File: config.mk
export PLATFORM = sky130hd
export DESIGN_NAME = cache_way
export DESIGN_NICKNAME = d
export VERILOG_FILES = /design/src/verilog/dcache_geometry_pkg.sv /design/src/verilog/dcache_port_pkg.sv /design/src/verilog/cache_way.sv
export SDC_FILE = /design/constraint.sdc
export NUM_CORES = 2
export LEC_CHECK = 0
export BUFFER_PORTS_ARGS = -buffer_cell sky130_fd_sc_hd__buf_2
export CORE_UTILIZATION = 40
export DETAILED_ROUTE_END_ITERATION = 10
export PLACE_DENSITY_LB_ADDON = 0.1
export SYNTH_ARGS = -nofsm -noshare
export SYNTH_HDL_FRONTEND = slang
export SYNTH_SLANG_ARGS = --single-unit
File: constraint.sdc
create_clock -name clock -period 13.1 [get_ports clock]
set_input_delay 2.62 -clock clock [delete_from_list [all_inputs] [get_ports clock]]
set_output_delay 2.62 -clock clock [all_outputs]
set_load 0.02 [all_outputs]
File: src/verilog/dcache_geometry_pkg.sv
// data cache geometry: address split, line format and way select encoding
package dcache_geometry_pkg;

  // fixed at four ways by the 3-bit tree pseudo-LRU
  localparam int num_ways = 4;
  localparam int num_sets = 32;

  localparam int index_bits = 5;
  localparam int offset_bits = 3;
  localparam int tag_bits = 24;
  localparam int data_bits = 64;

  // byte address as tag / set / offset
  typedef struct packed {
    logic [tag_bits-1:0]    tag;
    logic [index_bits-1:0]  set_index;
    logic [offset_bits-1:0] offset;
  } addr_fields_t;

  // one address word, read flat by memory or split by the ways
  typedef union packed {
    logic [31:0]  word;
    addr_fields_t fields;
  } dcache_addr_u;

  // one stored line, 90 bits
  typedef struct packed {
    logic                 valid;
    logic                 dirty;
    logic [tag_bits-1:0]  tag;
    logic [data_bits-1:0] data;
  } cache_line_t;

  // one-hot way vector
  typedef logic [num_ways-1:0] way_sel_t;

endpackage

File: src/verilog/dcache_port_pkg.sv
// data cache port structs: write requests and evicted lines
package dcache_port_pkg;

  // write request shared by stores and fills, 97 bits
  typedef struct packed {
    dcache_geometry_pkg::dcache_addr_u                  addr;
    logic [dcache_geometry_pkg::data_bits-1:0]          data;
    logic                                               dirty;
  } wr_req_t;

  // line leaving the cache, 98 bits
  // addr is stored tag plus write index, offset zero
  typedef struct packed {
    logic                                               valid;
    logic                                               dirty;
    dcache_geometry_pkg::dcache_addr_u                  addr;
    logic [dcache_geometry_pkg::data_bits-1:0]          data;
  } victim_t;

endpackage

File: src/verilog/cache_way.sv
// one cache way: per-set lines, read and write tag checks, victim readout
`timescale 1ns/100ps

module cache_way (
  input  logic                              clock,
  input  logic                              reset,
  input  logic                              wr_en,
  input  dcache_geometry_pkg::dcache_addr_u rd_addr,
  input  dcache_port_pkg::wr_req_t          wr_req,
  output logic                              rd_hit,
  output logic [63:0]                       rd_data,
  output logic                              wr_hit,
  output dcache_port_pkg::victim_t          victim
);

  import dcache_geometry_pkg::*;

  cache_line_t lines [num_sets];

  logic [index_bits-1:0] rd_idx;
  logic [index_bits-1:0] wr_idx;

  assign rd_idx = rd_addr.fields.set_index;
  assign wr_idx = wr_req.addr.fields.set_index;

  // read port tag check
  assign rd_hit = lines[rd_idx].valid && (lines[rd_idx].tag == rd_addr.fields.tag);
  assign rd_data = lines[rd_idx].data;

  // write port tag check
  assign wr_hit = lines[wr_idx].valid && (lines[wr_idx].tag == wr_req.addr.fields.tag);

  // line at the write index, as it would leave on a fill
  assign victim.valid = lines[wr_idx].valid;
  assign victim.dirty = lines[wr_idx].dirty;
  assign victim.addr.fields.tag = lines[wr_idx].tag;
  assign victim.addr.fields.set_index = wr_idx;
  assign victim.addr.fields.offset = '0;
  assign victim.data = lines[wr_idx].data;

  always_ff @(posedge clock) begin
    if (reset) begin
      for (int i = 0; i < num_sets; i++) begin
        lines[i] <= '0;
      end
    end else if (wr_en) begin
      // store and fill both leave the line valid
      lines[wr_idx].valid <= 1'b1;
      lines[wr_idx].dirty <= wr_req.dirty;
      lines[wr_idx].tag <= wr_req.addr.fields.tag;
      lines[wr_idx].data <= wr_req.data;
    end
  end

  // written index names a real set
  a_write_lands: assert property (
    @(posedge clock) disable iff (reset)
    wr_en |-> !$isunknown(wr_idx)
  );

endmodule

# After elaboration in Yosys (flattened, before gate mapping)
# Memory sizes are Yosys's and may differ from the RTL's.
# Cells that the tools add are included.
# totals
register_bits	0
latch_bits	0
ram_bits	2880
rom_bits	0
out_inout_bits	164
wordCells	14
n_memories	1
# memory_table
memory	words	word_bits	rd	rd_clocked_by_memory_dff	wr	line	text
lines	32	90	2	0	32	cache_way.sv:18	cache_line_t lines [num_sets];
# classes
n_addsub	0
mul	0
div_mod_pow	0
magnitude_cmp	0
n_eq_ne	2
shifts	0
muxes	8
bitwise	0
reduce_logical	3
# ops
cell	count
2-to-1 mux 90 bit	1
OR reduction 90 bit	1
== test 24 bit	2
2-to-1 mux 1 bit	6
2-to-1 mux 5 bit	1
logical AND 1 bit	2

# Depth between registers and ports, before layout
# logic_depth
ltp_word	5
depth_mapped	13

# Worst setup path after synthesis
# No wires, ideal clock.
# synth_path
path_type	input to register
from	in wr_req[68] (netlist bit)
to	mem lines[15][0] (netlist bit), enable pin
setup_time_ps	660
arrival_time_ps	10115
required_ps	12440
slack_ps	2325
path_stages	7
n_path_buf	5
cell_sequence	buf_2 buf_6 buf_2 buf_2 nand3_1 clkbuf_1 o21ai_0
# synth_rtl
element	line	text
start: declaration	cache_way.sv:9	input dcache_port_pkg::wr_req_t wr_req,
end: declaration	cache_way.sv:18	

# Worst setup path in the final report
# layout_path
from	in wr_req[68] (netlist bit)
to	out wr_hit
# layout_via
elab_chain_len	3
# layout_rtl
element	line	text
memory read (32 x 90 bit) *	n/a	
== test 24 bit	cache_way.sv:31	assign wr_hit = lines[wr_idx].valid && (lines[wr_idx].tag == wr_req.addr.fields.tag);
logical AND 1 bit *	cache_way.sv:31	
end: declaration	cache_way.sv:12	output logic wr_hit,
# Mark *: on every way between the ends. The rest lies on a longest branch, timed or not.

==> run metrics <==
Hold WC Path Type=flip-flop to flip-flop; Root Buffer=clkbuf_16; Yosys reg bits=2880; Comb pwr share=12.3%; Post-synth ARST share=0%; Biggest register=lines; status=finished, final reports clean; number of antenna violations at the first check in global routing=137; Layout area overhead=11.3%; RSZ-0062 raised after global routing=no; largest net degree at the start of global routing=134; switch share=26.2%; layout cell share with drive strength beyond 1=27.1%; most frequent cell after synthesis=and2_1; Synth Flop Type=edfxtp_1; Ys Warns=0; clk slew on worst S/H paths=0.05 ns; P_int=16.8 mW; worst hold slack=0.473 ns; fmax=97.2 MHz; CP Data Required Time=10.48 ns; CTS tree=yes; number of remaining DRC errors=0; Die Area=0.379 sq mm; Final Hold Fails=0; worst slew pin tran=1.36 ns; Tmin final=10.29 ns; Worst Path Arrival=7.67 ns; GR Overflow Total=0; post-CTS sizing=0; most area-consuming cells after synthesis=edfxtp_1 57%, mux4_2 23%, and2_1 12%, clkbuf_1 1.9%, a22oi_1 1.8%; DR iter-0 viols=15500; Mapped Area=0.151 sq mm; Peak VDD IR=0.118 mV; Final nets=9477; Post-synth top cells=2854 x and2_1, 2848 x edfxtp_1, 1533 x mux4_2; NetSw=5.99 mW; critical-path maximum fanout=71; TritonCTS Sinks=2880; die width=616 um; clock buffer depth=4; top cell type's share of synthesized area=56.8%; DR vias=96400; crit path cell chain=buf_12, buf_4, mux4_2, a22oi_1, nand4_1, xor2_1, nor4_1, nand2_1, nor4_1, buf_2; largest area contributor in the synthesized netlist=edfxtp_1; LEAKAGE=56.5 nW; slowest cell on the critical path=buf_4; Design Area, Final=0.168 sq mm; CTS buffer count=342; worst skew pair latency=0.94 ns; Initial Util=40.3%; Tcrit/Tclk final=78.6%; post-synthesis sequential area ratio=57.2%; pwr/cell area=136 mW/mm^2; Seq pwr share=47.5%; Setup Buffers After CTS=0; fin. max-slew vios=0; Die H=616 um; via/cell ratio=6.57; register area=0.0862 sq mm; hold buffers post-CTS=0; Max Cap Viol=0; Top Registers=lines: 2880 flops; Core Region=0.374 sq mm; Worst Skew=0 ns; vias in the first global route=96500; Crit Path Category=input pin to output pin; first-pass GRT wire length=849000 um; setup_tns=0 ns; cell repeated most along the worst path=nor4_1; Buf+Inv Stages, Crit Path=3; max reg flops=2880; Total Routing Usage GR=32.9%; I/O Buffers=286; WL/cell=43.0 um; multi-input logic area=0.0607 sq mm; placement row count=224; Placed Area=0.157 sq mm; DRT Pass-1 Iters=6; placer congestion estimate=0.826; Layout fillers=32500; clock share of power=40.2%; DP HPWL=316000 um; Yosys cell types=56; syn avg cell area=15.8 sq um; CP max stage delay=0.92 ns; Worst setup SP type=input pin; final wirelength=630000 um; EDFF count, synth=2848; Syn Inst Count=9504; final setup vio count=0; Top Family by Delay on Critical Path=simple AND/OR/NAND/NOR gates; I/O pin total=296; antenna-violating nets left=0; H-Tree Depth=5; Slew headroom=9.34%; Critical Path End Type=output pin
[final cells by class]
class	instances	area share [%]
Inverter	8	0.0284
Clock buffer	442	5.44
Multi-Input combinational cell	5569	36.2
Clock inverter	165	0.717
Antenna cell	79	0.118
Timing Repair Buffer	544	2.37
Tap cell	4972	3.71
Sequential cell	2880	51.4
[per-stage QoR]
| stage | cells | worst slack [ns] | util [%] | total power, mW |
|---|---|---|---|---|
| final | 14700 | 2.81 | 44.9 | 22.8 |
| after global routing | 14600 | 2.76 | 44.8 | 23.3 |
| after CTS | 14600 | 2.94 | 44.8 | 22.9 |
| after detailed placement | 14000 | 2.95 | 42.1 | 13.8 |
| after global placement | 14000 | 2.90 | 42.1 | 13.8 |
| after floorplan | 9506 | 2.33 | - | 12.7 |
[power groups by stage]
| stage | Combinational [mW] | Sequential [mW] | Clock, mW |
|---|---|---|---|
| final | 2.80 | 10.9 | 9.18 |
| after global routing | 2.86 | 10.9 | 9.56 |
| after CTS | 2.79 | 10.8 | 9.25 |
| after detailed placement | 2.78 | 11.0 | 0 |
| after global placement | 2.78 | 11.0 | 0 |
| after floorplan | 1.66 | 11.0 | 0 |
[layout by cell type, fill, tap and decap left out, types with 26 or more instances in the layout]
cell,netlist,layout
a22oi_1,364,364
diode_2,0,79
xor2_1,33,33
o21ai_4,0,32
nor2_4,0,34
clkinv_1,0,80
clkbuf_1,765,90
buf_12,0,44
nor2_1,60,26
mux2i_1,92,92
buf_2,164,279
dfxtp_1,32,32
a21o_1,35,35
clkinv_2,0,48
clkbuf_16,0,349
edfxtp_1,2848,2848
buf_4,37,217
mux4_2,1533,1533
and2_1,2854,2852
nand4_1,93,93
nand2_1,241,241
[routing by layer]
metal	vias up	global-route usage (%)	routed length [um]
met2	6591	52.7	297000
met1	51700	43.7	236000
met3	1377	6.32	67100
met4	30	14.5	30100
li1	36600	-	-
met5	-	0	191
[path summary, 6_finish.rpt]
path,cells past startpoint,endpoint,from,slack (ns)
setup / recovery,10,wr_hit,wr_req[68],2.81
hold / removal,1,lines[2][89],lines[2][89],0.47
setup reg to reg,1,lines[17][89],lines[17][89],12.48
hold reg to reg,1,lines[2][89],lines[2][89],0.47
[cell families (layout without fill, tap and decap cells)]
| group | Yosys count | count (layout) | share of synthesized area (%) |
|---|---|---|---|
| simple gates | 3329 | 3329 | 13.3 |
| flops | 2880 | 2880 | 57.2 |
| mux | 1633 | 1633 | 23.6 |
| buf+inv | 1057 | 1159 | 2.93 |
| compound gates | 552 | 552 | 2.65 |
| xor+xnor | 52 | 52 | 0.302 |
| other cells | 1 | 82 | 0.00249 |
No activity file was read; power rests on OpenSTA's default activity.
