===== src/verilog/dcache_geometry_pkg.sv =====
// data cache geometry: address split, line format and way select encoding
package dcache_geometry_pkg;

  // fixed at four ways by the 3-bit tree pseudo-LRU
  localparam int num_ways = 4;
  localparam int num_sets = 32;

  localparam int index_bits = 5;
  localparam int offset_bits = 3;
  localparam int tag_bits = 24;
  localparam int data_bits = 64;

  // byte address as tag / set / offset
  typedef struct packed {
    logic [tag_bits-1:0]    tag;
    logic [index_bits-1:0]  set_index;
    logic [offset_bits-1:0] offset;
  } addr_fields_t;

  // one address word, read flat by memory or split by the ways
  typedef union packed {
    logic [31:0]  word;
    addr_fields_t fields;
  } dcache_addr_u;

  // one stored line, 90 bits
  typedef struct packed {
    logic                 valid;
    logic                 dirty;
    logic [tag_bits-1:0]  tag;
    logic [data_bits-1:0] data;
  } cache_line_t;

  // one-hot way vector
  typedef logic [num_ways-1:0] way_sel_t;

endpackage


===== src/verilog/plru_tree.sv =====
// tree pseudo-LRU per set: three bits each, one-hot victim out
`timescale 1ns/100ps

module plru_tree (
  input  logic                                         clock,
  input  logic                                         reset,
  input  logic                                         fill_strobe,
  input  logic [dcache_geometry_pkg::index_bits-1:0]   fill_set,
  input  logic [dcache_geometry_pkg::index_bits-1:0]   victim_set,
  output dcache_geometry_pkg::way_sel_t                victim_way
);

  import dcache_geometry_pkg::*;

  // root picks the half, left picks in ways 0/1, right in ways 2/3
  logic [num_sets-1:0] root;
  logic [num_sets-1:0] left;
  logic [num_sets-1:0] right;

  logic cur_root;
  logic cur_left;
  logic cur_right;

  assign cur_root = root[victim_set];
  assign cur_left = left[victim_set];
  assign cur_right = right[victim_set];

  // victim from the current bits
  always_comb begin
    victim_way = '0;
    if (!cur_root) begin
      victim_way[cur_left ? 1 : 0] = 1'b1;
    end else begin
      victim_way[cur_right ? 3 : 2] = 1'b1;
    end
  end

  always_ff @(posedge clock) begin
    if (reset) begin
      root <= '0;
      left <= '0;
      right <= '0;
    end else if (fill_strobe) begin
      root[fill_set] <= ~root[fill_set];
      // only the side the old root pointed at moves
      if (!root[fill_set]) begin
        left[fill_set] <= ~left[fill_set];
      end else begin
        right[fill_set] <= ~right[fill_set];
      end
    end
  end

  a_victim_onehot: assert property (
    @(posedge clock) disable iff (reset)
    $onehot(victim_way)
  );

endmodule


===== config.mk =====
export PLATFORM = sky130hd
export DESIGN_NAME = plru_tree
export DESIGN_NICKNAME = d
export VERILOG_FILES = /design/src/verilog/dcache_geometry_pkg.sv /design/src/verilog/plru_tree.sv
export SDC_FILE = /design/constraint.sdc
export NUM_CORES = 1
export LEC_CHECK = 0
export BUFFER_PORTS_ARGS = -buffer_cell sky130_fd_sc_hd__buf_2
export CAP_MARGIN = 30
export CORE_ASPECT_RATIO = 0.8
export CORE_UTILIZATION = 34
export DETAILED_ROUTE_END_ITERATION = 6
export PLACE_DENSITY = 0.53
export RECOVER_POWER = 50
export SLEW_MARGIN = 20
export SYNTH_ARGS = -nofsm -noshare
export SYNTH_HDL_FRONTEND = slang
export SYNTH_SLANG_ARGS = --single-unit

===== constraint.sdc =====
create_clock -name clock -period 1.67 [get_ports clock]
set_clock_uncertainty 0.1 [all_clocks]
set_input_delay 0 -clock clock [delete_from_list [all_inputs] [get_ports clock]]
set_output_delay 0 -clock clock [all_outputs]
set_load 0.02 [all_outputs]

* Word-level counts from Yosys, hierarchy flattened
Cells that the tools add are included.
** Storage, ports and cells
- Register bits :: 96
- Bits in latches :: 0
- Bits in writable memories :: 0
- Bits in read-only memories :: 0
- Bits of input ports :: 13
- Output and inout bits :: 4
- Logic and storage cells :: 42
- Memories :: 0
** Cells by class
- Add/subtract/negate cells :: 0
- Multiply operators :: 0
- Div/mod/pow operators :: 0
- Order comparisons :: 7
- Equal/unequal tests :: 0
- Shifts and indexed selects :: 0
- Muxes and demuxes :: 24
- Bitwise operators :: 3
- Reductions and logical operators :: 5
** Operators by type and width (number)
- $bwmux W32 :: 3
- $bmux W1 S5 :: 6
- $lt A5 B6 Y1 const B :: 2
- $mux W1 :: 11
- $demux W1 S5 :: 1
- $ge A5 B1 Y1 const B :: 1
- $demux W1 S2 :: 2
- $mux W4 :: 1
- $reduce_and A2 Y1 :: 2
- $logic_and A1 B1 Y1 :: 3
- $lt A1 B3 Y1 const B :: 1
- $lt A2 B3 Y1 const B :: 1
- $not A1 Y1 :: 3
- $ge A2 B1 Y1 const B :: 1
- $ge A1 B1 Y1 const B :: 1

* Depth between registers and ports, before layout
- Word-level depth :: 8
- Depth in mapped cells :: 9
- Gate-level depth less buffers :: 5

* Least setup slack after synthesis
No wires, ideal clock.
- Kind :: in2out
- From :: input port victim_set[0] (netlist name)
- To :: output port victim_way[1]
- Arrival time :: 2.005 ns
- Data required time :: 1.570 ns
- Setup slack :: -0.435 ns
- Stages on the path :: 7
- Cells stage by stage :: buf_2 buf_4 mux4_2 mux2i_1 a22oi_1 o211a_1 nor4_1
** On the way
- Word-level cells in the longest chain between the ends :: 8
- Elaborated cells on any way between the ends :: 19
** RTL lines
- from (decl) :: RTL line plru_tree.sv:9 : input logic [dcache_geometry_pkg::index_bits-1:0] victim_set,
- $bmux W1 S5, on equally long branches :: RTL line plru_tree.sv:25, plru_tree.sv:26
- $mux W1, on equally long branches :: RTL line plru_tree.sv:25, plru_tree.sv:26
- $mux W1, on equally long branches :: RTL line plru_tree.sv:32, plru_tree.sv:34
- $lt A1 B3 Y1 (implied by the code), or another cell as far along :: RTL line plru_tree.sv:32 : victim_way[cur_left ? 1 : 0] = 1'b1;
- $logic_and A1 B1 Y1, on equally long branches :: RTL line plru_tree.sv:32, plru_tree.sv:34
- $mux W1, on equally long branches :: RTL line plru_tree.sv:32, plru_tree.sv:34
- $demux W1 S2, on equally long branches :: RTL line plru_tree.sv:32, plru_tree.sv:34
- $mux W4 * :: RTL line plru_tree.sv:31 : if (!cur_root) begin
- to (decl) :: RTL line plru_tree.sv:10 : output dcache_geometry_pkg::way_sel_t victim_way
Mark *: on every way between the ends. The rest lies on a longest branch, timed or not. The select of a mux whose other input is x is not followed.

* Final worst setup path
- From :: register root[20]
- To :: register left[24]
** On the way
- Word-level cells in the longest chain between the ends :: 4
** RTL lines
- from (decl) :: RTL line plru_tree.sv:16 : logic [num_sets-1:0] root;
- from (signal, indexed assignment) :: RTL line plru_tree.sv:44 : root[fill_set] <= ~root[fill_set];
- $bmux W1 S5 :: RTL line plru_tree.sv:46 : if (!root[fill_set]) begin
- $mux W1 (implied by the code) :: RTL line plru_tree.sv:46
- $not A1 Y1
- $reduce_and A2 Y1 (no line)
- to (signal, indexed assignment) :: RTL line plru_tree.sv:47 : left[fill_set] <= ~left[fill_set];
- to (decl) :: RTL line plru_tree.sv:17 : logic [num_sets-1:0] left;
No other way between the ends. The select of a mux whose other input is x is not followed.
A chain may end at the register's enable or synchronous reset.

==> flow_metrics.env <==
export IMPL_status="finished, violations left"
export IMPL_violations="setup timing"
export IMPL_async_reset_ff_share_pct=0
export IMPL_rsz0062_at_grt="yes"
export IMPL_finalHoldViolCount=0
export IMPL_wl_per_cell_um=22.0
export IMPL_drt_total_wl_um=21100
export IMPL_startpoint="root[20]"
export IMPL_cts_path_max_buffers=2
export IMPL_worst_pin_slew_ns=0.515
export IMPL_yosys_top_cells_count="nand2_1 (137), mux2i_1 (104), dfxtp_1 (96)"
export IMPL_io_pins=17
export IMPL_dr_pass1_iters=5
export IMPL_die_area_um2=17900
export IMPL_grt_antenna_before_repair=0
export IMPL_crit_arrival_ns=2.33
export IMPL_fin_util_pct=48.2
export IMPL_drv_cap=0
export IMPL_drcViolationCount=0
export IMPL_ys_types=43
export IMPL_ir_drop_uv=457
export IMPL_grt_use_total_pct=24.2
export IMPL_fin_ws_ns=-0.506
export IMPL_yosysMostFrequentCell="nand2_1"
export IMPL_cp_data_required_time_ns=1.82
export IMPL_antennaDiodeCount=0
export IMPL_synth_mux_area_share_pct=30.2
export IMPL_crit_end="left[24]"
export IMPL_die_width_um=149
export IMPL_wl_met2_um=9490
export IMPL_routed_via_density=5.79
export IMPL_drtIter0Drc=392
export IMPL_io_buffers=16
export IMPL_fill_cells=1482
export IMPL_place_congestion=0.915
export IMPL_clk_pin_slew_ns=0.07
export IMPL_postSynthRegisterBits=96
export IMPL_post_route_period_util_pct=130
export IMPL_syn_area_um2=5900
export IMPL_hpwl_um=14600
export IMPL_syn_inst=629
export IMPL_cts_buffers=9
export IMPL_cp_max_fo=5
export IMPL_final_layout_size_suffix_gt1_share_pct=39.1
export IMPL_cts_sinks=96
export IMPL_synthAdderAreaFrac_pct=0
export IMPL_min_path_type="primary input to flop"
export IMPL_grt_pass1_wl_um=32200
export IMPL_r2r_worst_path_cells=10
export IMPL_regArea_um2=1940
export IMPL_synth_xor_area_share_pct=0
export IMPL_clock_latency_ns=0.36
export IMPL_ys_warn_count=0
export IMPL_r2r_start="root[20]"
export IMPL_grt_max_degree=33
export IMPL_power_leakage_nw=3.08
export IMPL_start_util_pct=35.2
export IMPL_ff2ff_setup_slack_ns=-0.51
export IMPL_r2r_end="left[24]"
export IMPL_synth_nets=642
export IMPL_rows=42
export IMPL_preCtsSetupSlack_ns=-0.422
export IMPL_setup_viol=100
export IMPL_ant_nets=0
export IMPL_wl_met1_um=9710
export IMPL_cts_htree_levels=3
export IMPL_max_freq_mhz=460
export IMPL_coreArea_um2=16800
export IMPL_synthSimpleGateAreaFrac_pct=18.1
export IMPL_die_h_um=120
export IMPL_slew_viol_final=0
export IMPL_gr_total_overflow=0
export IMPL_synth_top_area_cell="dfxtp_1"
export IMPL_yosysSeqAreaShare_pct=32.6
export IMPL_vias=5554
export IMPL_relSlewSlack_pct=65.7
export IMPL_cts_root_buf="clkbuf_16"
export IMPL_avgSynthCellArea_um2=9.38
export IMPL_period_needed_ns=2.18
export IMPL_synth_top_family_by_area="multiplexers"
export IMPL_power_mw=5.16
export IMPL_synth_top_flop_cell="dfxtp_1"
export IMPL_critPathKind="flop to flop"
export IMPL_grt_pass1_vias=5495
export IMPL_final_nets=747
export IMPL_yosys_area_top_type_share_pct=32.6
export IMPL_cp_end_kind="flop"
export IMPL_start_kind="flop"
export IMPL_routed_top_layer="met4"
export IMPL_area_growth_pct=37.0
export IMPL_synth_edff_count=0
export IMPL_synthTopCellsByArea="dfxtp_1 (33%), mux2i_1 (18%), mux4_2 (9.2%)"
export IMPL_dr_wl_met3_um=1600
export IMPL_power_density_nw_per_um2=639
export IMPL_cts_tree="built"
export IMPL_multiInputGateArea_um2=4010
export IMPL_synth_compound_area_share_pct=12.4
==> worst max-delay path, stage by stage, from the launching register on <==
cell	delay, ns
dfxtp_4	0.36
buf_4	0.13
buf_6	0.12
mux2_4	0.27
a32oi_2	0.17
and4_4	0.30
buf_8	0.12
buf_12	0.10
buf_16	0.13
nand4_1	0.12
mux2i_1	0.14
==> metal layers <==
metal | up-vias | global-route usage [%]
met5 | - | 0
met4 | 0 | 6.51
met3 | 38 | 4.52
met2 | 229 | 37.3
met1 | 2772 | 34.3
li1 | 2515 | -
==> kinds of logic (layout without fill, tap and decap cells) <==
| kind of cell | Yosys count | after routing |
|---|---|---|
| buf+inv | 66 | 176 |
| mux | 145 | 145 |
| flops | 96 | 96 |
| compound gates | 98 | 98 |
| simple gates | 224 | 224 |
==> final cells by class <==
class / count / share of cell area [%]
tap: 220 / 3.41
timing repair buffer: 158 / 19.3
clock inverter: 5 / 0.480
sequential: 96 / 24.0
inverter: 2 / 0.0930
clock buffer: 11 / 3.01
multi-input combinational: 467 / 49.7
==> cell usage in the layout, fill, tap and decap left out, types with 3 or more instances in the layout <==
cell and n:
a21oi_1 20, a21oi_2 21, a21oi_4 23, a22oi_1 13, a32oi_1 5, and2_1 4
buf_12 20, buf_16 3, buf_2 12, buf_4 104, buf_6 10, buf_8 7
clkbuf_16 9, dfxtp_1 88, dfxtp_2 6, mux2_2 12, mux2_4 4, mux2i_1 100
mux4_2 24, nand2_1 136, nand3_1 11, nand3_4 4, nand4_1 28, nor2_1 6
nor2b_1 8, nor3_1 3, nor4bb_1 4, o211ai_1 3
==> how the worst min path moves through the flow <==
stage	start	depth (start not counted)	slack (ns)	endpoint
2_1_floorplan	victim_set[3]	3	0.13	victim_way[1]
5_1_grt	fill_set[2]	5	0.30	right[5]
6_report	fill_set[2]	5	0.29	right[5]
3_5_place_dp	victim_set[3]	4	0.37	victim_way[2]
3_3_place_gp	root[18]	2	0.36	root[18]
4_1_cts	fill_set[2]	5	0.23	right[5]
==> flip-flops by register name, indices dropped and copies added (netlist names) <==
name   flops
root      32
left      32
right     32
==> where the power goes <==
part	switching (mW)	internal (mW)	leakage, nW
logic	0.458	0.355	2.17
clock network	0.964	1.06	0.137
registers	0.0143	2.30	0.779
==> timing repair <==
action | 4_1_cts | 5_1_grt
hold endpoints to repair | 4 | 0
resized for setup | 68 | 49
pin swaps | 7 | 5
endpoints found under the setup margin | 100 | 100
gates cloned | 8 | 0
hold buffers | 2 | 0
buffers inserted | 15 | 2
==> through the flow <==
stage / TNS (ns) / area [µm²] / hold WS (ns) / instances
4_1_cts: -36.62 / 7950 / 0.233 / 963
3_3_place_gp: -32.04 / 7010 / 0.357 / 925
5_1_grt: -45.09 / 8080 / 0.301 / 959
2_1_floorplan: -0.196 / 5980 / 0.131 / 629
6_report: -43.00 / 8080 / 0.285 / 959
3_5_place_dp: -34.71 / 7010 / 0.365 / 925
(Power assumes the default switching activity.)
