==> config.mk <==
export PLATFORM = sky130hd
export DESIGN_NAME = writeback_buffer
export DESIGN_NICKNAME = d
export VERILOG_FILES = /design/src/verilog/dcache_geometry_pkg.sv /design/src/verilog/dcache_port_pkg.sv /design/src/verilog/writeback_buffer.sv
export SDC_FILE = /design/constraint.sdc
export NUM_CORES = 1
export LEC_CHECK = 0
export BUFFER_PORTS_ARGS = -buffer_cell sky130_fd_sc_hd__clkbuf_2
export CAP_MARGIN = 20
export CORE_ASPECT_RATIO = 1.75
export CORE_UTILIZATION = 45
export DETAILED_ROUTE_END_ITERATION = 8
export GPL_TIMING_DRIVEN = 1
export PLACE_DENSITY = 0.69
export SLEW_MARGIN = 0
export SYNTH_ARGS = -nofsm -noshare
export SYNTH_HDL_FRONTEND = slang
export SYNTH_SLANG_ARGS = --single-unit
==> constraint.sdc <==
create_clock -name clock -period 9.37 [get_ports clock]
set_clock_uncertainty 0.2 [all_clocks]
set_input_delay 2.3425 -clock clock [delete_from_list [all_inputs] [get_ports clock]]
set_output_delay 2.3425 -clock clock [all_outputs]
set_load 0.1 [all_outputs]
==> src/verilog/dcache_geometry_pkg.sv <==
// data cache geometry: address split, line format and way select encoding
package dcache_geometry_pkg;

  // fixed at four ways by the 3-bit tree pseudo-LRU
  localparam int num_ways = 4;
  localparam int num_sets = 32;

  localparam int index_bits = 5;
  localparam int offset_bits = 3;
  localparam int tag_bits = 24;
  localparam int data_bits = 64;

  // byte address as tag / set / offset
  typedef struct packed {
    logic [tag_bits-1:0]    tag;
    logic [index_bits-1:0]  set_index;
    logic [offset_bits-1:0] offset;
  } addr_fields_t;

  // one address word, read flat by memory or split by the ways
  typedef union packed {
    logic [31:0]  word;
    addr_fields_t fields;
  } dcache_addr_u;

  // one stored line, 90 bits
  typedef struct packed {
    logic                 valid;
    logic                 dirty;
    logic [tag_bits-1:0]  tag;
    logic [data_bits-1:0] data;
  } cache_line_t;

  // one-hot way vector
  typedef logic [num_ways-1:0] way_sel_t;

endpackage

==> src/verilog/dcache_port_pkg.sv <==
// data cache port structs: write requests and evicted lines
package dcache_port_pkg;

  // write request shared by stores and fills, 97 bits
  typedef struct packed {
    dcache_geometry_pkg::dcache_addr_u                  addr;
    logic [dcache_geometry_pkg::data_bits-1:0]          data;
    logic                                               dirty;
  } wr_req_t;

  // line leaving the cache, 98 bits
  // addr is stored tag plus write index, offset zero
  typedef struct packed {
    logic                                               valid;
    logic                                               dirty;
    dcache_geometry_pkg::dcache_addr_u                  addr;
    logic [dcache_geometry_pkg::data_bits-1:0]          data;
  } victim_t;

endpackage

==> src/verilog/writeback_buffer.sv <==
// writeback buffer: FIFO of evicted dirty lines until memory takes them
`timescale 1ns/100ps

module writeback_buffer #(
  parameter int wb_depth = 2
) (
  input  logic                     clock,
  input  logic                     reset,
  input  logic                     push,
  input  dcache_port_pkg::victim_t push_line,
  input  logic                     wb_done,
  output logic                     wb_valid,
  output dcache_port_pkg::victim_t wb_line,
  output logic                     wb_full
);

  import dcache_port_pkg::*;

  localparam int ptr_bits = (wb_depth > 1) ? $clog2(wb_depth) : 1;
  localparam int cnt_bits = $clog2(wb_depth + 1);

  victim_t entries [wb_depth];

  logic [ptr_bits-1:0] wr_ptr;
  logic [ptr_bits-1:0] rd_ptr;
  logic [cnt_bits-1:0] count;
  logic                pop;
  logic                wr_accept;

  assign wb_valid = (count != '0);
  assign wb_full = (count == cnt_bits'(wb_depth));
  assign wb_line = entries[rd_ptr];

  assign pop = wb_done && wb_valid;
  // a pop in the same cycle frees the slot
  assign wr_accept = push && (!wb_full || pop);

  always_ff @(posedge clock) begin
    if (wr_accept) begin
      entries[wr_ptr] <= push_line;
    end
  end

  always_ff @(posedge clock) begin
    if (reset) begin
      wr_ptr <= '0;
      rd_ptr <= '0;
      count <= '0;
    end else begin
      if (wr_accept) begin
        wr_ptr <= (wr_ptr == ptr_bits'(wb_depth - 1)) ? '0 : wr_ptr + 1'b1;
      end
      if (pop) begin
        rd_ptr <= (rd_ptr == ptr_bits'(wb_depth - 1)) ? '0 : rd_ptr + 1'b1;
      end
      case ({wr_accept, pop})
        2'b10:   count <= count + 1'b1;
        2'b01:   count <= count - 1'b1;
        default: count <= count;
      endcase
    end
  end

  a_no_push_full: assert property (
    @(posedge clock) disable iff (reset) push |-> !wb_full);

  a_no_done_empty: assert property (
    @(posedge clock) disable iff (reset) wb_done |-> wb_valid);

endmodule

Yosys cells after proc, flatten, opt, wreduce, memory -nomap -nowiden
Memory sizes are Yosys's and may differ from the RTL's. A register that Yosys moved wholly into a read port is not among the register bits.
Index checks and enable logic that the tools add are counted.
W data, S select, Z words.
- bits in registers: 4
- bits in writable memories: 196
- memories kept: 1
- output and inout bits: 100
- bits of input ports: 102
- logic and storage cells: 24
- memory list (memory ; depth ; width ; rd ports ; clocked after memory_dff ; write ports ; RTL line ; source):
    entries ; 2 ; 98 ; 1 ; 1 ; 1 ; writeback_buffer.sv:22 ; victim_t entries [wb_depth];
- equal/unequal tests: 3
- reduce and logical (&&, ||, !) cells: 6
- muxes and demuxes: 7
- add/subtract/negate cells: 4
- operators with widths (operator ; count):
    $mux W1 ; 6
    $eq A2 B2 Y1 const B ; 2
    $pmux W2 S2 ; 1
    $reduce_bool A2 Y1 ; 2
    $add A1 B1 Y1 const B ; 2
    $add A2 B1 Y2 const B ; 1
    $eq A2 B1 Y1 const B ; 1
    $logic_and A1 B1 Y1 ; 2
    $sub A2 B1 Y2 const B ; 1
    $logic_not A1 Y1 ; 1
    $logic_or A1 B1 Y1 ; 1

Longest topological paths before layout
Gate-level depths: netlist of run 1.
- depth in word-level cells: 6
- mapped depth: 6
- depth with buffers taken out: 6

Worst setup path before layout of run 1
No wires, ideal clock.
- path kind: input -> register
- start point: input push
- end point: memory entries[0][0] (netlist bit) (enable)
- path buffers: 0
- stages on the path: 2
- required time: 8.614 ns
- data arrival time: 6.523 ns
- slack: 2.092 ns
- library setup time: 0.556 ns
- cell sequence: o31ai_2 > nor2_1
- cells in the longest elaborated chain, start to end: 3
- ends and longest elaborated chain (item ; RTL line ; source):
    from (decl) ; writeback_buffer.sv:9 ; input logic push,
    $logic_and A1 B1 Y1 ; writeback_buffer.sv:36 ; assign wr_accept = push && (!wb_full || pop);
    $mux W1 ; writeback_buffer.sv:39 ; if (wr_accept) begin
    $mux W1 (not written as such) ; writeback_buffer.sv:40 ; entries[wr_ptr] <= push_line;
    to (decl) ; writeback_buffer.sv:22 ;
Every way passes these cells.

==> impl_metrics.csv, run 1 <==
group,metric,value,unit
final_layout,fill_cells,1254,
grt,gr-total-overflow,0,
grt,grt_use_total,16.2,%
cts,post_cts_resized,0,
detailed_routing,via_count,3794,
placed_design,place_congestion,0.729,
cts,clk_pin_slew,0.06,ns
detailed_routing,first_pass_iters,8,
placed_design,dpl.hpwl,9180,µm
die,dieArea,0.0167,mm²
sta,rsz0062_at_grt,"false",
synthesis,synth_xor_area_share,0.361,%
detailed_routing,wirelength,13800,µm
synthesis,synth-seq-cells,201,
final_layout,mostFrequentLayoutCell,"clkbuf_2",
cts,clk_latency,0.47,ns
synthesis,yosys.area_share.simple,0.584,%
die,rows,61,
sta,fmax,188,MHz
final_layout,antennaDiodeCount,0,
cts,cts_tree,"done",
synthesis,syn_avg_cell_area,22.0,µm²
synthesis,syn_nets,434,
synthesis,syn_area,0.00728,mm²
die,ioPinCount,202,
critical_path,worstSetupStartpointType,"flop",
synthesis,synth_top_area_share,80.8,%
job,max_cap_viol_count,0,
cts,cts.htree.levels,1,
grt,grt_pass1_wl,20500,µm
detailed_routing,via_per_inst,5.07,
synthesis,synth_mux_area_share,15.4,%
final_layout,mostFrequentLayoutCells,"clkbuf_2, edfxtp_1, mux2_1, clkbuf_16, nor2_1",
grt,grt_max_degree,56,
cts,clock_path_buffers,3,
cts,cts_hold_buf,0,
placed_design,numPortBuffers,201,
sta,tns,0,ns
die,start_util,45.9,%
synthesis,syn_inst,331,
die,die_w,98.2,µm
detailed_routing,first_iter_violations,165,
synthesis,synth-seq-area-share,82.2,%
detailed_routing,routedWlPerCell,18.4,µm
synthesis,yosys.area_share.adder,0.172,%
cts,post_cts_buffers,0,
grt,antenna_found_initial,0,
synthesis,yosys.area.top_type,"edfxtp_1",
synthesis,synth_top_family_by_area,"multiplexers",
grt,grt_pass1_vias,4077,
sta,finalWorstPathRequiredPeriod,5.31,ns
critical_path,end_kind,"output pin",
synthesis,synthTopCellsByArea,"edfxtp_1, mux2_1, dfxtp_1",
detailed_routing,remaining_drc_errors,9,
sta,relSlewSlack,50.1,%
min_path,hold_path_class,"flop to flop",
synthesis,ys_warn_count,0,
status,status,"finished, violations left",
critical_path,worstSetupPathType,"flop to output pin",
sta,worst_slew_pin_slew,0.748,ns
synthesis,synth_compound_area_share,0.429,%
critical_path,crit_fanout,55,
critical_path,worstPathRequired,6.83,ns
die,die_y,170,µm
detailed_routing,ant_nets,0,
status,violations,"DRC",
critical_path,arrival,2.77,ns
cts,numCtsBuffers,19,
cts,cts_sinks,201,
final_layout,syn2layout_area_growth,25.2,%
final_layout,drive_above_1_share,43.0,%
synthesis,synth_cell_type_count,17,
die,core_area,0.0159,mm²
sta,maxSlewViolCount,0,
final_layout,fin_nets,650,
cts,root_buffer,"clkbuf_16",
sta,final_hold_viol_count,0,
sta,min_period_over_period,56.7,%
critical_path,r2r_slack,7.17,ns
sta,setup_viol,0,
-- per-stage QoR --
stage	cells	hold slack, ns	instance area (µm²)	util (%)	setup slack [ns]
6_report	749	0.317	9120	57.5	4.06
5_1_grt	749	0.376	9120	57.5	3.88
4_1_cts	749	0.329	9120	57.5	3.98
3_5_place_dp	715	0.314	8520	53.7	4.52
3_3_place_gp	715	0.293	8520	53.7	4.54
2_1_floorplan	331	0.273	7280	-	2.09
-- critical path, cell delays in order, from the launching register on --
cell      delay (ns)
dfxtp_4         0.84
buf_4           0.61
mux2_1          0.41
clkbuf_2        0.38
-- layout make-up --
cell class	instances	area [µm²]	area share (%)
inverter	2	7.51	0.0823
tap	189	236	2.59
sequential	201	5990	65.6
multi-input combinational	117	1250	13.7
clock buffer	23	490	5.38
timing repair buffer	206	1040	11.4
clock inverter	11	110	1.21
-- flip-flops by register name, summed over array words and instances, names as in the netlist, named ones only --
| register | cells |
|---|---|
| rd_ptr | 1 |
| entries | 196 |
| wr_ptr | 1 |
| count | 2 |
-- metal layers --
metal	vias up	share of wire [%]	global-route usage, %
li1	1737	-	-
met1	1853	33	15.9
met2	156	54	30.3
met4	0	5.5	10.4
met5	-	0	0
met3	48	7.0	3.66
-- worst paths after layout --
check        startpoint     endpoint  depth (start not counted)
max                flop  wb_line[20]                          3
min              rd_ptr       rd_ptr                          2
max reg2reg    count[1]     count[1]                          5
min reg2reg      rd_ptr       rd_ptr                          2
-- Yosys cell counts --
library cell	count
xor2_1	1
nor2_1	8
dfxtp_1	5
a21oi_1	1
mux2_4	1
ha_1	1
or2_2	1
edfxtp_1	196
o21ai_0	1
o21a_2	1
o31ai_2	1
inv_1	2
buf_2	9
xnor2_1	2
mux2_1	98
buf_4	2
or3_1	1
-- cell families after synthesis --
family / count (synthesis)
xor gates and xnor gates: 3
DFF: 201
muxes: 99
adders and majority gates: 1
AOI/OAI and AO/OA: 4
and+or+nand+nor: 10
buffers and inverters: 13
Power of run 1 is left out: the tool's default activity adds up to more than one toggle a clock period on the data nets, which glitch-free logic cannot reach.
==> run 2, diff against run 1 <==
- PLACE_DENSITY: 0.69 -> 0.72
- clock period: 9.37 -> 4.3 ns (I/O delays scaled with it)
==> impl_metrics.csv, run 2 (synthesis results as in run 1) <==
group,metric,value,unit
final_layout,largest_register_ffs,196,
cts,numCtsBuffers,18,
sta,rsz0062_at_grt,"false",
critical_path,cp_slowest_cell,"dfxtp_4",
placed_design,place_congestion,0.832,
min_path,worstHoldStart,"count[1]",
status,status,"finished, violations left",
grt,grt_pass1_vias,3915,
sta,final_hold_viol_count,0,
status,violations,"DRC",
cts,cts_hold_buf,0,
die,die_w,98.2,µm
min_path,holdPathEnd,"count[1]",
cts,cts_sinks,201,
final_layout,mostFrequentLayoutCells,"clkbuf_2, edfxtp_1, mux2_1, clkbuf_16, nor2_1",
cts,root_buffer,"clkbuf_16",
final_layout,top_regs,"entries x196, count x2",
die,start_util,45.9,%
die,core_area,0.0159,mm²
critical_path,worstSetupStartpointType,"flop",
cts,post_cts_buffers,0,
cts,cts.htree.levels,1,
grt,grt_max_degree,99,
critical_path,rr_worst_depth,5,
critical_path,end_kind,"output pin",
critical_path,timing.rr.start,"count[1]",
critical_path,crit_fanout,29,
grt,use_met2,30.2,%
detailed_routing,first_pass_iters,9,
grt,use_met1,15.2,%
die,ioPinCount,202,
grt,grt_pass1_wl,20000,µm
detailed_routing,via_count,3724,
detailed_routing,ant_nets,0,
critical_path,slowest_delay,0.63,ns
die,die_y,170,µm
grt,grt_use_met3,4.35,%
cts,clk_latency,0.47,ns
cts,post_cts_resized,0,
cts,cts_tree,"done",
detailed_routing,routedWlPerCell,18.1,µm
die,rows,61,
job,max_cap_viol_count,0,
grt,grt_use_total,15.8,%
sta,min_period_over_period,83.0,%
critical_path,path_cells,"buf_4 > mux2_1 > clkbuf_2",
final_layout,mostFrequentLayoutCell,"clkbuf_2",
sta,tns,0,ns
critical_path,arrival,2.29,ns
critical_path,r2r-end,"count[1]",
final_layout,fill_cells,1213,
sta,fmax,280,MHz
final_layout,syn2layout_area_growth,25.7,%
critical_path,worstSetupPathType,"flop to output pin",
detailed_routing,first_iter_violations,146,
grt,gr-total-overflow,0,
placed_design,dpl.hpwl,9170,µm
detailed_routing,via_per_inst,4.99,
sta,relSlewSlack,55.1,%
sta,setup_viol,0,
cts,clk_pin_slew,0.06,ns
sta,worst_slew_pin_slew,0.669,ns
cts,clock_path_buffers,3,
min_path,hold_path_class,"flop to flop",
grt,grt_busiest_layer,"met2",
sta,finalWorstPathRequiredPeriod,3.57,ns
final_layout,fin_nets,648,
die,dieArea,0.0167,mm²
sta,maxSlewViolCount,0,
critical_path,cp.buffers_inverters,2,
min_path,min_path_cells,2,
grt,antenna_found_initial,2,
placed_design,numPortBuffers,201,
critical_path,r2r_slack,2.10,ns
detailed_routing,wirelength,13500,µm
detailed_routing,remaining_drc_errors,16,
critical_path,cp_top_family,"buffers and inverters",
final_layout,drive_above_1_share,43.1,%
critical_path,worstPathRequired,3.02,ns
final_layout,regMostFlops,"entries",
[run 2: cell types whose count changed in the layout (fill, tap and decap cells not counted), sizes merged]
cell / before / now
inv: 4 / 2
diode: 0 / 1
buf: 5 / 4
clkinv: 7 / 6
clkbuf: 224 / 225
[run 2: worst max path at each step]
stage / from / endpoint / slack [ns] / depth (start not counted)
after detailed placement: flop / wb_line[37] / 1.20 / 3
after floorplan: push / entries[0][0] / -0.07 / 2
after global placement: flop / wb_line[37] / 1.26 / 3
after CTS: flop / wb_line[37] / 0.69 / 3
after global routing: flop / wb_line[25] / 0.62 / 3
final: flop / wb_line[36] / 0.73 / 3
[run 2: routing by layer]
| metal | part of all wire, % | wire, µm |
|---|---|---|
| met1 | 33 | 4450 |
| met5 | 0.089 | 12 |
| met2 | 56 | 7580 |
| met4 | 4.3 | 577 |
| met3 | 6.7 | 911 |
[run 2: through the flow]
| stage | hold slack [ns] | setup slack [ns] | utilization [%] | instances | area, µm² |
|---|---|---|---|---|---|
| after floorplan | 0.273 | -0.0653 | - | 331 | 7290 |
| after global placement | 0.293 | 1.26 | 53.9 | 714 | 8550 |
| after detailed placement | 0.303 | 1.20 | 53.9 | 714 | 8550 |
| after CTS | 0.317 | 0.693 | 57.7 | 746 | 9160 |
| after global routing | 0.357 | 0.622 | 57.7 | 746 | 9160 |
| final | 0.317 | 0.733 | 57.7 | 747 | 9160 |
[run 2: tightest hold or removal path, cell delays in order, from the launching register on]
cell and delay, ns:
dfxtp_1 0.33, o21ai_0 0.08, a21oi_1 0.06
[run 2: cell type report]
cell class	instances	area, µm²	share of cell area, %
Sequential cell	201	5990	65.4
Multi-Input combinational cell	117	1250	13.6
Timing Repair Buffer	205	1070	11.7
Clock buffer	24	514	5.61
Tap cell	189	236	2.58
Clock inverter	8	88.8	0.970
Inverter	2	7.51	0.0820
Antenna cell	1	2.50	0.0273
Power of run 2 is left out for the same reason.
==> run 3, diff against run 2 <==
- PLACE_DENSITY: 0.72 -> 0.69
- clock period: 4.3 -> 3.5 ns (I/O delays scaled with it)
==> impl_metrics.csv, run 3 (synthesis results as in run 1) <==
group,metric,value,unit
final_layout,antennaDiodeCount,0,
final_layout,mostFrequentLayoutCell,"clkbuf_2",
critical_path,timing.rr.start,"count[1]",
die,die_w,98.2,µm
final_layout,design_area,0.00916,mm²
final_layout,drive_above_1_share,43.5,%
grt,antenna_found_initial,0,
final_layout,fin_nets,651,
job,max_cap_viol_count,0,
final_layout,largest_register_ffs,196,
final_layout,fin_util,57.7,%
status,status,"finished, violations left",
die,die_y,170,µm
cts,clock_path_buffers,3,
min_path,hold_path_class,"flop to flop",
grt,grt_max_degree,53,
die,rows,61,
final_layout,seq_area,0.00599,mm²
detailed_routing,via_per_inst,5.01,
critical_path,slowest_delay,0.38,ns
critical_path,cp_slowest_cell,"clkbuf_2",
cts,post_cts_buffers,0,
grt,grt_use_total,15.4,%
final_layout,regMostFlops,"entries",
die,dieArea,0.0167,mm²
sta,relSlewSlack,55.2,%
die,ioPinCount,202,
critical_path,end_kind,"output pin",
critical_path,cp.buffers_inverters,2,
placed_design,place_area,0.00856,mm²
critical_path,arrival,1.89,ns
sta,setup_viol,0,
placed_design,place_inst,716,
cts,cts_tree,"done",
final_layout,syn2layout_area_growth,25.7,%
critical_path,rr_worst_depth,5,
final_layout,multi_input_area,0.00125,mm²
min_path,min_path_cells,2,
grt,grt_pass1_wl,19600,µm
detailed_routing,routedWlPerCell,17.6,µm
final_layout,fin_cells,748,
critical_path,crit_fanout,52,
final_layout,fill_cells,1214,
detailed_routing,via_count,3746,
critical_path,r2r_slack,1.24,ns
placed_design,dpl.hpwl,8990,µm
sta,rsz0062_at_grt,"false",
detailed_routing,wirelength,13100,µm
final_layout,top_regs,"entries x196, count x2",
placed_design,numPortBuffers,201,
cts,clk_latency,0.46,ns
grt,grt_pass1_vias,3923,
die,core_area,0.0159,mm²
sta,final_hold_viol_count,0,
cts,numCtsBuffers,19,
cts,cts.htree.levels,1,
critical_path,worstSetupPathType,"flop to output pin",
sta,finalWorstPathRequiredPeriod,2.97,ns
critical_path,worstPathRequired,2.42,ns
sta,worst_slew_pin_slew,0.673,ns
detailed_routing,first_iter_violations,149,
placed_design,place_congestion,0.737,
die,start_util,45.9,%
status,violations,"DRC",
cts,root_buffer,"clkbuf_16",
sta,maxSlewViolCount,0,
critical_path,worstSetupStartpointType,"flop",
sta,fmax,337,MHz
final_layout,mostFrequentLayoutCells,"clkbuf_2, edfxtp_1, mux2_1, clkbuf_16",
sta,min_period_over_period,84.8,%
detailed_routing,remaining_drc_errors,11,
cts,cts_sinks,201,
cts,cts_hold_buf,0,
cts,clk_pin_slew,0.06,ns
critical_path,path_cells,"buf_12 > mux2_1 > clkbuf_2",
detailed_routing,ant_nets,0,
min_path,worstHoldStart,"rd_ptr",
cts,post_cts_resized,0,
critical_path,r2r-end,"count[1]",
grt,gr-total-overflow,0,
critical_path,cp_top_family,"buffers and inverters",
detailed_routing,first_pass_iters,6,
## run 3: cell count changes in the layout (fill, tap and decap cells not counted)
cell        delta
clkinv_8       +1
clkinvlp_4     +1
clkinv_2       +1
clkbuf_8       -2
buf_12         -1
clkinv_1       +1
buf_4          +3
diode_2        -1
clkbuf_1       -2
## run 3: per-stage QoR
step	TNS [ns]	hold WS (ns)	setup slack, ns
after global placement	0	0.297	0.899
after CTS	0	0.334	0.479
after floorplan	-130.39	0.273	-0.665
after global routing	0	0.372	0.468
after detailed placement	0	0.314	0.795
final	0	0.334	0.532
## run 3: worst max path at each step
stage / start / end / slack, ns / depth (start not counted)
floorplan: push / entries[0][0] / -0.67 / 2
global placement: wb_done / count[1] / 0.90 / 5
detailed placement: wb_done / count[1] / 0.80 / 5
CTS: flop / wb_line[3] / 0.48 / 3
global route: flop / wb_line[38] / 0.47 / 3
finish: flop / wb_line[85] / 0.53 / 3
## run 3: area by class of cell
type | instances | share of cell area (%)
clock buffers | 20 | 5.23
clock inverters | 12 | 1.33
inverters | 2 | 0.0820
multi-input cells | 117 | 13.6
flip-flops and latches | 201 | 65.4
well taps | 189 | 2.58
repair buffers | 207 | 11.8
## run 3: layer usage
metal / track usage [%] / wire length [µm] / vias to the layer above / share of wire [%]
met5: 0 / 0 / - / 0
met4: 8.31 / 598 / 0 / 4.6
met3: 3.33 / 826 / 32 / 6.3
met2: 29.5 / 7380 / 138 / 56
met1: 15.1 / 4330 / 1832 / 33
li1: - / - / 1744 / -
## run 3: tightest hold or removal path: cells and delay by family, from the launching register on
kind | cells | cell delay, ns
DFF | 1 | 0.33
xor gates and xnor gates | 1 | 0.09
and+or+nand+nor | 1 | 0.08
Power of run 3 is left out for the same reason.
